File: config.mk
export PLATFORM = sky130hd
export DESIGN_NAME = instruction_decoder
export DESIGN_NICKNAME = d
export VERILOG_FILES = /design/src/source/decoder_pkg.sv /design/src/source/instruction_decoder.sv /design/src/source/control_register.sv /design/src/source/datapath_decoder.sv /design/src/source/bus_sequencer.sv /design/src/source/opcode_classifier.sv
export SDC_FILE = /design/constraint.sdc
export NUM_CORES = 1
export LEC_CHECK = 0
export ABC_AREA = 1
export CORE_MARGIN = 2
export CORE_UTILIZATION = 62
export DETAILED_ROUTE_END_ITERATION = 8
export DONT_BUFFER_PORTS = 1
export GPL_TIMING_DRIVEN = 0
export PLACE_DENSITY = 0.87
export RECOVER_POWER = 50
export SLEW_MARGIN = 0
export SYNTH_ARGS = -nofsm -noshare
export SYNTH_HDL_FRONTEND = slang
export SYNTH_SLANG_ARGS = --single-unit
File: constraint.sdc
create_clock -name clk_ph2 -period 1.8 [get_ports clk_ph2]
set_input_delay 0.27 -clock clk_ph2 [delete_from_list [all_inputs] [get_ports clk_ph2]]
set_output_delay 0.27 -clock clk_ph2 [all_outputs]
set_load 0.02 [all_outputs]
File: src/source/decoder_pkg.sv
package decoder_pkg;

	//////////////////////////////////////////////////////////////////////
	// widths and vector types

	localparam int unsigned addr_ctrl_w = 17;    // address-side strobe count
	localparam int unsigned data_ctrl_w = 32;    // data-side strobe count

	typedef logic [7:0]             opcode_t;     // instruction register value
	typedef logic [2:0]             cycle_t;      // instruction cycle 0..7
	typedef logic [7:0]             status_t;     // processor status register
	typedef logic [addr_ctrl_w-1:0] addr_ctrl_t;  // address, pc and sequencing strobes
	typedef logic [data_ctrl_w-1:0] data_ctrl_t;  // bus, register, alu and flag strobes

	// status register bits tested by branches
	localparam int unsigned flag_n = 7, flag_v = 6, flag_z = 1, flag_c = 0;

	//////////////////////////////////////////////////////////////////////
	// strobe bit positions

	localparam int unsigned
		i_cycle = 0, r_cycle = 1,                              // counter step / restart
		pcl_adl = 2, pch_adh = 3, adl_abl = 4, adh_abh = 5,    // pc onto address bus
		pcl_pcl = 6, pch_pch = 7, adl_pcl = 8, adh_pch = 9,    // pc hold or load
		add_adl = 10, dl_adh = 11, sb_adh = 12,                // other address sources
		s_adl = 13, one_adh = 14,                              // stack page 0x01xx
		i_pcint = 15,                                          // raw pc increment request
		wr = 16;                                               // write, r_nw is its inverse

	localparam int unsigned
		dl_db = 0, ac_sb = 1, ac_db = 2, add_sb = 3,           // data and special buses
		pch_db = 4, p_db = 5, sb_ac = 6, sb_db = 7,
		sb_x = 8, sb_y = 9, x_sb = 10, y_sb = 11, db_sb = 12,  // index registers
		sb_s = 13, s_sb = 14, i_s = 15, d_s = 16,              // stack pointer
		sb_add = 17, ndb_add = 18, db_add = 19, z_add = 20,    // alu operand selects
		c_one = 21, none_add = 22, adl_add = 23, c_zero = 24,
		sums = 25,                                             // alu add operation
		avr_v = 26, acr_c = 27, dbz_z = 28, db7_n = 29,        // status flag loads
		ir5_c = 30, db_p = 31;

	// instruction groups, one sequence per group
	typedef enum logic [3:0] {
		cls_arith_imm,      // adc / sbc
		cls_compare_imm,    // cmp / cpx / cpy
		cls_load_imm,       // lda / ldx / ldy
		cls_inc_dec,
		cls_transfer,       // a <-> x / y
		cls_stack_xfer,     // txs / tsx
		cls_carry_set,      // sec / clc
		cls_push,
		cls_pull,
		cls_jump_abs,
		cls_branch,
		cls_other
	} instr_class_t;

	//////////////////////////////////////////////////////////////////////
	// opcodes

	localparam opcode_t
		adc_imm = 8'h69, sbc_imm = 8'he9,
		cmp_imm = 8'hc9, cpx_imm = 8'he0, cpy_imm = 8'hc0,
		lda_imm = 8'ha9, ldx_imm = 8'ha2, ldy_imm = 8'ha0,
		inx = 8'he8, iny = 8'hc8, dex = 8'hca, dey = 8'h88,
		tax = 8'haa, txa = 8'h8a, tay = 8'ha8, tya = 8'h98,
		txs = 8'h9a, tsx = 8'hba, sec = 8'h38, clc = 8'h18,
		pha = 8'h48, php = 8'h08, pla = 8'h68, plp = 8'h28,
		jmp_abs = 8'h4c,
		bpl = 8'h10, bmi = 8'h30, bvc = 8'h50, bvs = 8'h70,
		bcc = 8'h90, bcs = 8'hb0, bne = 8'hd0, beq = 8'hf0;

endpackage
File: src/source/instruction_decoder.sv
`timescale 1ns/1ns

module instruction_decoder (
	input  logic                    clk_ph2,
	input  logic                    rst,        // sync, active low
	input  decoder_pkg::cycle_t     cycle,      // current instruction cycle
	input  decoder_pkg::opcode_t    ir,         // instruction register
	input  decoder_pkg::status_t    p,          // status register, branch tests
	input  logic                    carry,      // alu carry out
	input  logic                    a_sign,     // alu a-input sign
	output decoder_pkg::addr_ctrl_t addr_ctrl,
	output decoder_pkg::data_ctrl_t data_ctrl,
	output logic                    r_nw,
	output logic                    i_pc
);

	decoder_pkg::instr_class_t instr_class;
	logic                      single_byte;
	logic                      branch_taken;
	logic                      page_cross;
	decoder_pkg::addr_ctrl_t   next_addr;    // decode for the next cycle
	decoder_pkg::data_ctrl_t   next_data;

	opcode_classifier u_classifier (
		.ir           (ir),
		.p            (p),
		.carry        (carry),
		.a_sign       (a_sign),
		.instr_class  (instr_class),
		.single_byte  (single_byte),
		.branch_taken (branch_taken),
		.page_cross   (page_cross)
	);

	bus_sequencer u_bus_seq (
		.cycle        (cycle),
		.instr_class  (instr_class),
		.branch_taken (branch_taken),
		.page_cross   (page_cross),
		.next_addr    (next_addr)
	);

	datapath_decoder u_dp_dec (
		.cycle        (cycle),
		.instr_class  (instr_class),
		.ir           (ir),
		.branch_taken (branch_taken),
		.page_cross   (page_cross),
		.a_sign       (a_sign),
		.next_data    (next_data)
	);

	control_register u_ctrl_reg (
		.clk_ph2     (clk_ph2),
		.rst         (rst),
		.cycle       (cycle),
		.single_byte (single_byte),
		.next_addr   (next_addr),
		.next_data   (next_data),
		.addr_ctrl   (addr_ctrl),
		.data_ctrl   (data_ctrl),
		.r_nw        (r_nw),
		.i_pc        (i_pc)
	);

endmodule

File: src/source/control_register.sv
`timescale 1ns/1ns

module control_register (
	input  logic                    clk_ph2,
	input  logic                    rst,          // sync, active low
	input  decoder_pkg::cycle_t     cycle,        // current cycle, for the pc gate
	input  logic                    single_byte,  // current opcode has no operand
	input  decoder_pkg::addr_ctrl_t next_addr,
	input  decoder_pkg::data_ctrl_t next_data,
	output decoder_pkg::addr_ctrl_t addr_ctrl,    // registered address strobes
	output decoder_pkg::data_ctrl_t data_ctrl,    // registered data strobes
	output logic                    r_nw,         // high = read
	output logic                    i_pc          // gated pc increment
);

	// whole word rewritten each edge so no strobe lingers
	always_ff @(posedge clk_ph2) begin
		if (!rst) begin
			addr_ctrl <= '0;
			data_ctrl <= '0;
		end else begin
			addr_ctrl <= next_addr;
			data_ctrl <= next_data;
		end
	end

	assign r_nw = ~addr_ctrl[decoder_pkg::wr];    // read after reset

	// operand byte is really the next opcode, keep pc on it
	assign i_pc = addr_ctrl[decoder_pkg::i_pcint] & ~((cycle == 3'd1) && single_byte);

endmodule

File: src/source/datapath_decoder.sv
`timescale 1ns/1ns

module datapath_decoder (
	input  decoder_pkg::cycle_t       cycle,         // current instruction cycle
	input  decoder_pkg::instr_class_t instr_class,   // opcode group
	input  decoder_pkg::opcode_t      ir,            // picks the member within a group
	input  logic                      branch_taken,  // branch condition holds
	input  logic                      page_cross,    // pch needs fixing
	input  logic                      a_sign,        // negative offset, pch - 1
	output decoder_pkg::data_ctrl_t   next_data      // data strobes for next cycle
);

	function automatic decoder_pkg::data_ctrl_t dbit(input int unsigned pos);
		return decoder_pkg::data_ctrl_t'(1) << pos;
	endfunction

	localparam decoder_pkg::data_ctrl_t nz_flags =
		dbit(decoder_pkg::db7_n) | dbit(decoder_pkg::dbz_z);    // n and z from db

	logic                    x_sel;     // opcode works on x
	logic                    y_sel;     // opcode works on y
	logic                    to_acc;    // txa / tya
	decoder_pkg::data_ctrl_t reg_sb;    // named register onto sb
	decoder_pkg::data_ctrl_t sb_reg;    // sb into named register

	assign x_sel = ir inside {decoder_pkg::cpx_imm, decoder_pkg::ldx_imm, decoder_pkg::inx,
		decoder_pkg::dex, decoder_pkg::tax, decoder_pkg::txa};
	assign y_sel = ir inside {decoder_pkg::cpy_imm, decoder_pkg::ldy_imm, decoder_pkg::iny,
		decoder_pkg::dey, decoder_pkg::tay, decoder_pkg::tya};
	assign to_acc = ir inside {decoder_pkg::txa, decoder_pkg::tya};
	assign reg_sb = x_sel ? dbit(decoder_pkg::x_sb) :
		y_sel ? dbit(decoder_pkg::y_sb) : dbit(decoder_pkg::ac_sb);    // a by default
	assign sb_reg = x_sel ? dbit(decoder_pkg::sb_x) :
		y_sel ? dbit(decoder_pkg::sb_y) : dbit(decoder_pkg::sb_ac);

	always_comb begin
		next_data = '0;
		case (cycle)
			3'd0: begin    // write back the result of the previous op
				case (instr_class)
					decoder_pkg::cls_arith_imm:
						next_data = dbit(decoder_pkg::add_sb) | dbit(decoder_pkg::sb_ac) |
							dbit(decoder_pkg::sb_db) | dbit(decoder_pkg::avr_v) |
							dbit(decoder_pkg::acr_c) | nz_flags;
					decoder_pkg::cls_compare_imm:
						next_data = dbit(decoder_pkg::acr_c) | nz_flags;    // flags only
					decoder_pkg::cls_inc_dec:
						next_data = dbit(decoder_pkg::add_sb) | dbit(decoder_pkg::sb_db) |
							sb_reg | nz_flags;
					default: ;
				endcase
			end
			3'd1: begin
				case (instr_class)
					decoder_pkg::cls_arith_imm:
						next_data = dbit(decoder_pkg::dl_db) | dbit(decoder_pkg::ac_sb) |
							dbit(decoder_pkg::sb_add) | dbit(decoder_pkg::sums) |
							dbit(ir == decoder_pkg::sbc_imm ? decoder_pkg::ndb_add :
							decoder_pkg::db_add);                          // sbc adds ~operand
					decoder_pkg::cls_compare_imm:
						next_data = dbit(decoder_pkg::dl_db) | dbit(decoder_pkg::ndb_add) |
							dbit(decoder_pkg::sb_add) | dbit(decoder_pkg::sums) |
							dbit(decoder_pkg::c_one) | reg_sb;             // reg - operand
					decoder_pkg::cls_load_imm:
						next_data = dbit(decoder_pkg::dl_db) | dbit(decoder_pkg::db_sb) |
							sb_reg | nz_flags;
					decoder_pkg::cls_inc_dec:
						next_data = reg_sb | dbit(decoder_pkg::sb_db) | dbit(decoder_pkg::db_add) |
							dbit(decoder_pkg::sums) | dbit(decoder_pkg::c_one) |
							dbit(ir inside {decoder_pkg::dex, decoder_pkg::dey} ?
							decoder_pkg::none_add : decoder_pkg::z_add);   // ~1 + 1 or 0 + 1
					decoder_pkg::cls_transfer:
						next_data = nz_flags | (to_acc ?
							reg_sb | dbit(decoder_pkg::sb_db) | dbit(decoder_pkg::sb_ac) :
							dbit(decoder_pkg::ac_sb) | dbit(decoder_pkg::ac_db) | sb_reg);
					decoder_pkg::cls_stack_xfer:
						next_data = (ir == decoder_pkg::txs) ?
							dbit(decoder_pkg::x_sb) | dbit(decoder_pkg::sb_s) :   // no flags
							dbit(decoder_pkg::s_sb) | dbit(decoder_pkg::sb_x) |
							dbit(decoder_pkg::sb_db) | nz_flags;
					decoder_pkg::cls_carry_set:
						next_data = dbit(decoder_pkg::ir5_c);    // c = ir[5], sec vs clc
					decoder_pkg::cls_push:
						next_data = dbit(ir == decoder_pkg::pha ? decoder_pkg::ac_db :
							decoder_pkg::p_db);
					decoder_pkg::cls_pull:
						next_data = dbit(decoder_pkg::i_s);    // pre-increment s
					decoder_pkg::cls_jump_abs:
						next_data = dbit(decoder_pkg::dl_db) | dbit(decoder_pkg::db_add) |
							dbit(decoder_pkg::z_add) | dbit(decoder_pkg::sums) |
							dbit(decoder_pkg::c_zero);             // park adl in the alu
					decoder_pkg::cls_branch:
						if (branch_taken)
							next_data = dbit(decoder_pkg::dl_db) | dbit(decoder_pkg::db_sb) |
								dbit(decoder_pkg::sb_add) | dbit(decoder_pkg::adl_add) |
								dbit(decoder_pkg::c_zero) | dbit(decoder_pkg::sums);  // pcl + offset
					default: ;
				endcase
			end
			3'd2: begin
				if (instr_class == decoder_pkg::cls_push)
					next_data = dbit(decoder_pkg::d_s);    // post-decrement s
				else if (instr_class == decoder_pkg::cls_branch && page_cross)
					next_data = dbit(decoder_pkg::pch_db) | dbit(decoder_pkg::db_add) |
						dbit(decoder_pkg::sums) | dbit(decoder_pkg::c_one) |
						(a_sign ? dbit(decoder_pkg::none_add) : '0);    // pch +1 or -1
			end
			3'd3: begin
				if (instr_class == decoder_pkg::cls_branch)
					next_data = dbit(decoder_pkg::add_sb);    // fixed pch toward sb_adh
				else if (instr_class == decoder_pkg::cls_pull)
					next_data = dbit(decoder_pkg::dl_db) | ((ir == decoder_pkg::pla) ?
						dbit(decoder_pkg::db_sb) | dbit(decoder_pkg::sb_ac) | nz_flags :
						dbit(decoder_pkg::db_p));
			end
			default: ;    // cycle 7 fetch has no data-side work
		endcase
	end

endmodule

File: src/source/bus_sequencer.sv
`timescale 1ns/1ns

module bus_sequencer (
	input  decoder_pkg::cycle_t       cycle,         // current instruction cycle
	input  decoder_pkg::instr_class_t instr_class,   // opcode group
	input  logic                      branch_taken,  // branch condition holds
	input  logic                      page_cross,    // branch target in next/prev page
	output decoder_pkg::addr_ctrl_t   next_addr      // address strobes for next cycle
);

	function automatic decoder_pkg::addr_ctrl_t abit(input int unsigned pos);
		return decoder_pkg::addr_ctrl_t'(1) << pos;    // one strobe set
	endfunction

	// pc onto the address bus and step it
	localparam decoder_pkg::addr_ctrl_t pc_fetch =
		abit(decoder_pkg::pcl_adl) | abit(decoder_pkg::adl_abl) |
		abit(decoder_pkg::pch_adh) | abit(decoder_pkg::adh_abh) |
		abit(decoder_pkg::i_pcint) | abit(decoder_pkg::pcl_pcl) |
		abit(decoder_pkg::pch_pch);

	// {0x01, s} onto the address bus
	localparam decoder_pkg::addr_ctrl_t stack_addr =
		abit(decoder_pkg::s_adl) | abit(decoder_pkg::adl_abl) |
		abit(decoder_pkg::one_adh) | abit(decoder_pkg::adh_abh);

	always_comb begin
		next_addr = '0;    // idle unless a sequence below claims the cycle
		case (cycle)
			3'd0: begin
				if (instr_class != decoder_pkg::cls_other)
					next_addr = pc_fetch | abit(decoder_pkg::i_cycle);    // fetch operand
			end
			3'd1: begin
				case (instr_class)
					decoder_pkg::cls_arith_imm, decoder_pkg::cls_compare_imm,
					decoder_pkg::cls_load_imm, decoder_pkg::cls_inc_dec,
					decoder_pkg::cls_transfer, decoder_pkg::cls_stack_xfer,
					decoder_pkg::cls_carry_set:
						next_addr = pc_fetch | abit(decoder_pkg::r_cycle);    // next opcode
					decoder_pkg::cls_push:
						next_addr = stack_addr | abit(decoder_pkg::i_cycle) |
							abit(decoder_pkg::wr);                             // write to stack
					decoder_pkg::cls_pull:
						next_addr = stack_addr | abit(decoder_pkg::i_cycle);  // dummy stack read
					decoder_pkg::cls_jump_abs:
						next_addr = pc_fetch | abit(decoder_pkg::i_cycle);    // fetch adh
					decoder_pkg::cls_branch:
						next_addr = pc_fetch | abit(branch_taken ? decoder_pkg::i_cycle :
							decoder_pkg::r_cycle);                             // not taken ends here
					default: ;
				endcase
			end
			3'd2: begin
				case (instr_class)
					decoder_pkg::cls_jump_abs:
						next_addr = abit(decoder_pkg::r_cycle) | abit(decoder_pkg::i_pcint) |
							abit(decoder_pkg::add_adl) | abit(decoder_pkg::adl_abl) |
							abit(decoder_pkg::adl_pcl) | abit(decoder_pkg::dl_adh) |
							abit(decoder_pkg::adh_abh) | abit(decoder_pkg::adh_pch);  // pc = target
					decoder_pkg::cls_branch:
						next_addr = abit(decoder_pkg::add_adl) | abit(decoder_pkg::adl_abl) |
							abit(decoder_pkg::adl_pcl) | abit(decoder_pkg::pch_adh) |
							abit(decoder_pkg::adh_abh) |                            // {pcl+off, pch}
							(page_cross ? abit(decoder_pkg::i_cycle) :
							abit(decoder_pkg::r_cycle) | abit(decoder_pkg::i_pcint));
					decoder_pkg::cls_pull:
						next_addr = abit(decoder_pkg::i_cycle) | abit(decoder_pkg::s_adl) |
							abit(decoder_pkg::adl_abl);                       // abh still holds 0x01
					decoder_pkg::cls_push:
						next_addr = pc_fetch | abit(decoder_pkg::r_cycle);
					default: ;
				endcase
			end
			3'd3: begin
				case (instr_class)
					decoder_pkg::cls_branch:
						next_addr = abit(decoder_pkg::r_cycle) | abit(decoder_pkg::i_pcint) |
							abit(decoder_pkg::sb_adh) | abit(decoder_pkg::adh_abh) |
							abit(decoder_pkg::adh_pch);                        // fixed pch out
					decoder_pkg::cls_pull:
						next_addr = pc_fetch | abit(decoder_pkg::r_cycle);
					default: ;
				endcase
			end
			3'd7: next_addr = pc_fetch | abit(decoder_pkg::r_cycle);    // recover to fetch
			default: ;                                                   // cycles 4..6 unused
		endcase
	end

endmodule

File: src/source/opcode_classifier.sv
`timescale 1ns/1ns

module opcode_classifier (
	input  decoder_pkg::opcode_t      ir,            // current opcode
	input  decoder_pkg::status_t      p,             // status register
	input  logic                      carry,         // alu carry out
	input  logic                      a_sign,        // sign of branch offset
	output decoder_pkg::instr_class_t instr_class,   // opcode group
	output logic                      single_byte,   // no operand byte follows
	output logic                      branch_taken,  // branch condition holds
	output logic                      page_cross     // pcl + offset left the page
);

	logic flag_sel;    // status bit named by the branch opcode

	always_comb begin
		case (ir)
			decoder_pkg::adc_imm, decoder_pkg::sbc_imm:
				instr_class = decoder_pkg::cls_arith_imm;
			decoder_pkg::cmp_imm, decoder_pkg::cpx_imm, decoder_pkg::cpy_imm:
				instr_class = decoder_pkg::cls_compare_imm;
			decoder_pkg::lda_imm, decoder_pkg::ldx_imm, decoder_pkg::ldy_imm:
				instr_class = decoder_pkg::cls_load_imm;
			decoder_pkg::inx, decoder_pkg::iny, decoder_pkg::dex, decoder_pkg::dey:
				instr_class = decoder_pkg::cls_inc_dec;
			decoder_pkg::tax, decoder_pkg::txa, decoder_pkg::tay, decoder_pkg::tya:
				instr_class = decoder_pkg::cls_transfer;
			decoder_pkg::txs, decoder_pkg::tsx:
				instr_class = decoder_pkg::cls_stack_xfer;
			decoder_pkg::sec, decoder_pkg::clc:
				instr_class = decoder_pkg::cls_carry_set;
			decoder_pkg::pha, decoder_pkg::php:
				instr_class = decoder_pkg::cls_push;
			decoder_pkg::pla, decoder_pkg::plp:
				instr_class = decoder_pkg::cls_pull;
			decoder_pkg::jmp_abs:
				instr_class = decoder_pkg::cls_jump_abs;
			decoder_pkg::bpl, decoder_pkg::bmi, decoder_pkg::bvc, decoder_pkg::bvs,
			decoder_pkg::bcc, decoder_pkg::bcs, decoder_pkg::bne, decoder_pkg::beq:
				instr_class = decoder_pkg::cls_branch;
			default:
				instr_class = decoder_pkg::cls_other;    // addressing modes not decoded
		endcase
	end

	// bits 7:6 of a branch pick the flag and bit 5 is the value that takes it
	always_comb begin
		case (ir[7:6])
			2'b00:   flag_sel = p[decoder_pkg::flag_n];    // bpl / bmi
			2'b01:   flag_sel = p[decoder_pkg::flag_v];    // bvc / bvs
			2'b10:   flag_sel = p[decoder_pkg::flag_c];    // bcc / bcs
			default: flag_sel = p[decoder_pkg::flag_z];    // bne / beq
		endcase
	end

	assign single_byte = instr_class inside {decoder_pkg::cls_inc_dec, decoder_pkg::cls_transfer,
		decoder_pkg::cls_stack_xfer, decoder_pkg::cls_carry_set, decoder_pkg::cls_push,
		decoder_pkg::cls_pull};    // implied and stack ops
	assign branch_taken = (instr_class == decoder_pkg::cls_branch) && (flag_sel == ir[5]);
	assign page_cross = carry ^ a_sign;    // carry or borrow into pch

endmodule

# Yosys cells after proc, flatten, opt, wreduce, memory -nomap -nowiden
# Cells that the tools add are included.
dict set report totals {
  ff_bits 49
  inputBits 23
  out_inout_bits 51
  word_cells 112
}
dict set report classes {
  n_eq_ne 51
  shift 4
  mux 28
  bitwise_logic 5
  n_reduce_logical 22
}
# operator count
set ops {}
lappend ops {{32-bit case mux with 11 select lines} 1}
lappend ops {{32-bit two-way mux} 8}
lappend ops {{17-bit case mux with 5 select lines} 2}
lappend ops {{8-bit == test (second input constant)} 21}
lappend ops {{32-bit case mux with 4 select lines} 1}
lappend ops {{32-bit case mux with 3 select lines} 1}
lappend ops {{1-bit by 32-bit left shift with 32-bit output (first input constant)} 3}
lappend ops {{17-bit case mux with 4 select lines} 1}
lappend ops {{8-bit by 7-bit == test with 1-bit output (second input constant)} 6}
lappend ops {{4-bit case mux with 11 select lines} 1}
lappend ops {{16-bit two-way mux} 2}
lappend ops {{32-bit OR} 1}
lappend ops {{16-bit case mux with 2 select lines} 1}
lappend ops {{1-bit by 32-bit left shift with 17-bit output (first input constant)} 1}
lappend ops {{30-bit two-way mux} 1}
lappend ops {{26-bit two-way mux} 1}
lappend ops {{8-bit by 6-bit == test with 1-bit output (second input constant)} 3}
lappend ops {{23-bit two-way mux} 1}
lappend ops {{6-bit nonzero test} 3}
lappend ops {{4-bit by 3-bit == test with 1-bit output (second input constant)} 4}
lappend ops {{8-bit by 5-bit == test with 1-bit output (second input constant)} 2}
lappend ops {{4-bit == test (second input constant)} 3}
lappend ops {{12-bit two-way mux} 1}
lappend ops {{10-bit two-way mux} 1}
lappend ops {{other kinds (27)} 40}

# Depth between registers and ports, before layout
dict set report depth {
  ltp_word 9
  ltp_mapped 13
}

# Modules after synthesis
# From an unflattened synthesis, not the netlist that was laid out.
dict set report hier_totals {
  cells_unflattened 512
  hier_area_um2 3070.4
}
# mod n_inst cells_each area_per_inst_um2 seq_area_each_um2
set by_module_without_submodules {}
lappend by_module_without_submodules {control_register 1 158 1402.6 980.9}
lappend by_module_without_submodules {datapath_decoder 1 175 789.5 0.0}
lappend by_module_without_submodules {opcode_classifier 1 98 491.7 0.0}
lappend by_module_without_submodules {bus_sequencer 1 81 386.6 0.0}

# Least setup slack after synthesis
# No wires, ideal clock.
dict set report synth_path {
  path_kind {input to output}
  startpoint {input port ir[6]}
  endpoint {output port i_pc}
  t_arrival_ns 1.596
  t_required_ns 1.530
  slack_ns -0.066
  stages 10
  n_path_buf 1
  path_cell_list {buf_4 -> nand2_1 -> inv_1 -> nand2_4 -> nor2_1 -> nor2_2 -> nand2_1 -> inv_1 -> nand3_1 -> a21boi_0}
}
dict set report synth_via {
  elab_chain_len 8
  elab_cells_between_ends 54
  cone_classes {eq/ne (39); mux (1); bitwise (2); reduce/logical (12)}
}
# item line_no
set synth_lines {}
lappend synth_lines {{start, declared} instruction_decoder.sv:7} ;# input decoder_pkg::opcode_t ir,
lappend synth_lines {{8-bit by 5-bit == test with 1-bit output (tied with other cells)} opcode_classifier.sv:17} ;# case (ir)
lappend synth_lines {{8-bit OR reduction (tied with other cells)} opcode_classifier.sv:17}
lappend synth_lines {{4-bit case mux with 11 select lines (*)} opcode_classifier.sv:17}
lappend synth_lines {{4-bit by 2-bit == test with 1-bit output (tied with other cells)} opcode_classifier.sv:56} ;# assign single_byte = instr_class inside {decoder_pkg::cls_inc_dec, decoder_pkg::cls_transfer,
lappend synth_lines {{6-bit nonzero test (*)} opcode_classifier.sv:56}
lappend synth_lines {{1-bit logical AND (*)} control_register.sv:30} ;# assign i_pc = addr_ctrl[decoder_pkg::i_pcint] & ~((cycle == 3'd1) && single_byte);
lappend synth_lines {{1-bit NOT (*)} control_register.sv:30}
lappend synth_lines {{1-bit bitwise AND (*)} control_register.sv:30}
lappend synth_lines {{end, declared} instruction_decoder.sv:14} ;# output logic i_pc
# Every way passes the cells marked *; elsewhere a longest branch is shown, timed or not.

# Worst setup path in the final report
# Ends and elaborated chain as after synthesis.

==> impl_metrics.py <==
metrics = {
    "worst_setup_path": {
        "timing.critical_path.required_ns": 1.53,
        "cpPeakStageDelay_ns": 0.22,
        "cp_max_fo": 9,
        "cp-start-kind": "primary input",
        "slowest_stage": "a21boi_4",
        "crit_arrival_ns": 1.42,
        "worstSetupPathType": "primary input to output pin",
        "crit_chain": "buf_4 > nand2_1 > inv_1 > nand2_4 > nor2_1 > nor2_2 > nand2_2 > inv_2 > nand3_1 > a21boi_4",
        "endpoint_kind": "output pin",
    },
    "min_path": {
        "hold_path_depth": 2,
        "hold_path.class": "primary input to flop",
        "hp-start": "rst",
        "min_to": "u_ctrl_reg.addr_ctrl[15]",
    },
    "route": {
        "route.detailed.drc": 0,
        "drt-met1-wl_um": 2292,
        "drt_wl_total_um": 5659,
        "routedWlPerCell_um": 15.29,
        "drtIter0Drc": 184,
        "dr_wl_met2_um": 2599,
        "via_count": 2120,
        "drtPass1Iterations": 5,
        "routed_via_density": 5.730,
        "wl_met3_um": 637,
        "highest_layer": "met4",
        "postRouteAntennaNets": 0,
    },
    "die": {
        "core_area_um2": 3363,
        "die_y_um": 63.38,
        "dieWidth_um": 63.38,
        "rows": 21,
        "io_pins": 74,
        "die_area_um2": 4016,
        "start_util": 0.6499,
    },
    "yosys": {
        "async_reset_ff_frac": 0,
        "ys_ff_latch": 45,
        "yosysMostFrequentCell": "nand2_1",
        "seq_area_frac_synth": 0.4121,
        "syn_area_per_cell_um2": 7.006,
        "synth_ff_type": "dfxtp_1",
        "synth_top_area_share": 0.4121,
        "synth_top_cells_by_area": "dfxtp_1, nand2_1, nor2_1",
        "syn-num-nets": 335,
        "ys_types": 31,
        "synth_edf_count": 0,
        "yosys_warnings": 0,
        "synth_commonest_cells": "nand2_1, dfxtp_1, nor2_1",
        "syn-cell-area_um2": 2186,
        "postSynthCellCount": 312,
        "synth_top_area_cell": "dfxtp_1",
    },
    "grt": {
        "grt_usage": 0.2936,
        "antenna_found_initial": 0,
        "grt_max_degree": 16,
        "grt_pass1_vias": 1947,
        "grt_overflow": 0,
        "grt_first_pass_wirelength_um": 9211,
    },
    "layout": {
        "n_fill_cell": 312,
        "regArea_um2": 900.9,
        "num-nets-final": 346,
        "utilization": 0.7020,
        "multi_input_area_um2": 1077,
        "area_growth_pct": 8.014,
        "drive_gt1_frac": 0.1636,
        "diodes": 0,
    },
    "timing": {
        "setup_viol": 0,
        "period_minus_slack_ns": 1.693,
        "hold_violations": 0,
        "worstMarginPinSlew_ns": 0.7720,
        "relSlewSlack": 0.4825,
        "finalCritPeriodShare": 0.9408,
        "fmax_ghz": 0.5905,
        "rsz0062_at_grt": "no",
        "hold_slack_ns": 0.01520,
        "slew_violations": 0,
    },
    "cts": {
        "tritoncts": "yes",
        "root_buffer": "clkbuf_4",
        "cts_sinks": 45,
        "path_clk_slew_ns": 0.13,
        "numCtsBuffers": 5,
        "ctsHtreeMaxLevel": 2,
        "clockBufferDepth": 2,
    },
    "place": {
        "post-dp-hpwl_um": 4366,
        "gp_congestion": 0.9457,
        "port_buffers": 0,
    },
    "status": {
        "status": "complete, no violations",
    },
    "power": {
        "p_per_area_nw_per_um2": 704.3,
        "leakage_nw": 1.146,
        "ir_drop_mv": 0.5183,
    },
    "job": {
        "maxCapViolCount": 0,
    },
}
==> worst max path at each step <==
stage	from	to	cells after the start
5_1_grt	ir[3]	i_pc	9
2_1_floorplan	ir[6]	i_pc	10
6_report	ir[6]	i_pc	10
3_3_place_gp	ir[6]	i_pc	10
3_5_place_dp	ir[6]	i_pc	10
4_1_cts	ir[6]	i_pc	10
==> power breakdown <==
group | leakage (nW) | internal, W | switching [W] | total [W]
combinational | 0.751 | 0.0000471 | 0.000105 | 0.000152
clock | 0.0316 | 0.000155 | 0.000342 | 0.000497
sequential | 0.363 | 0.00100 | 0.0000112 | 0.00101
==> cells by family (layout without fill, tap and decap cells) <==
kind of cell    after synthesis  after routing  share of synthesized area
compound gates               41             41                     0.1019
xor+xnor                      1              1                   0.004008
buf+inv                      54             66                     0.1059
simple gates                171            171                     0.3761
flops                        45             45                     0.4121
==> per-stage QoR <==
step                setup WS [ns]  std cells  instance area (µm²)  setup TNS [ns]  power, W
floorplan                 0.08902        312                 2186               0  0.001150
global placement          -0.1683        358                 2243         -0.2078  0.001174
detailed placement        -0.1499        358                 2243         -0.2268  0.001176
CTS                       0.01261        367                 2326               0  0.001661
global route              0.02521        370                 2361               0  0.001717
finish                     0.1065        370                 2361               0  0.001663
==> per-layer routing <==
| metal | global-route usage | vias to the layer above |
|---|---|---|
| li1 | - | 1018 |
| met1 | 0.3783 | 960 |
| met2 | 0.4750 | 131 |
| met3 | 0.07679 | 11 |
| met4 | 0.1033 | 0 |
| met5 | 0 | - |
==> worst max-delay path: cells and delay by family <==
family	cells	cell delay (ns)
AO/OA/AOI/OAI	1	0.22
buffers and inverters	3	0.32
AND/OR/NAND/NOR	6	0.61
==> state kept, by name, summed over array words and instances (netlist names) <==
| name | count |
|---|---|
| u_ctrl_reg.data_ctrl | 31 |
| u_ctrl_reg.addr_ctrl | 14 |
==> final cells by class <==
cell class              instances  share of cell area
plain buffers                   7             0.02226
inverters                      47             0.07578
well taps                      46             0.02438
flip-flops and latches         45              0.3816
clock buffers                   5             0.01590
multi-input cells             213              0.4563
repair buffers                  4             0.01484
clock inverters                 3            0.009009
==> timing repair <==
action	in CTS	in global routing
resized for setup	4	4
pin swaps	1	2
endpoints found under the setup margin	1	1
buffers inserted	0	2
hold endpoints to repair	1	1
hold buffers	1	1
==> cells in the final DEF (no fill, tap or decap), types with 2 or more instances in the layout <==
cell type	instances
nand2_1	66
dfxtp_1	45
nor2_1	40
inv_1	39
a21oi_1	21
nand3_1	17
o21ai_0	11
nand2_2	10
nand4_1	9
buf_4	7
nor3_1	7
inv_2	6
nor2_2	6
clkbuf_4	5
nor2_4	4
nand2_4	4
nand3_2	4
a31oi_1	3
o22ai_1	2
dlygate4sd3_1	2
Note: power is estimated with default switching activity, not from simulation.
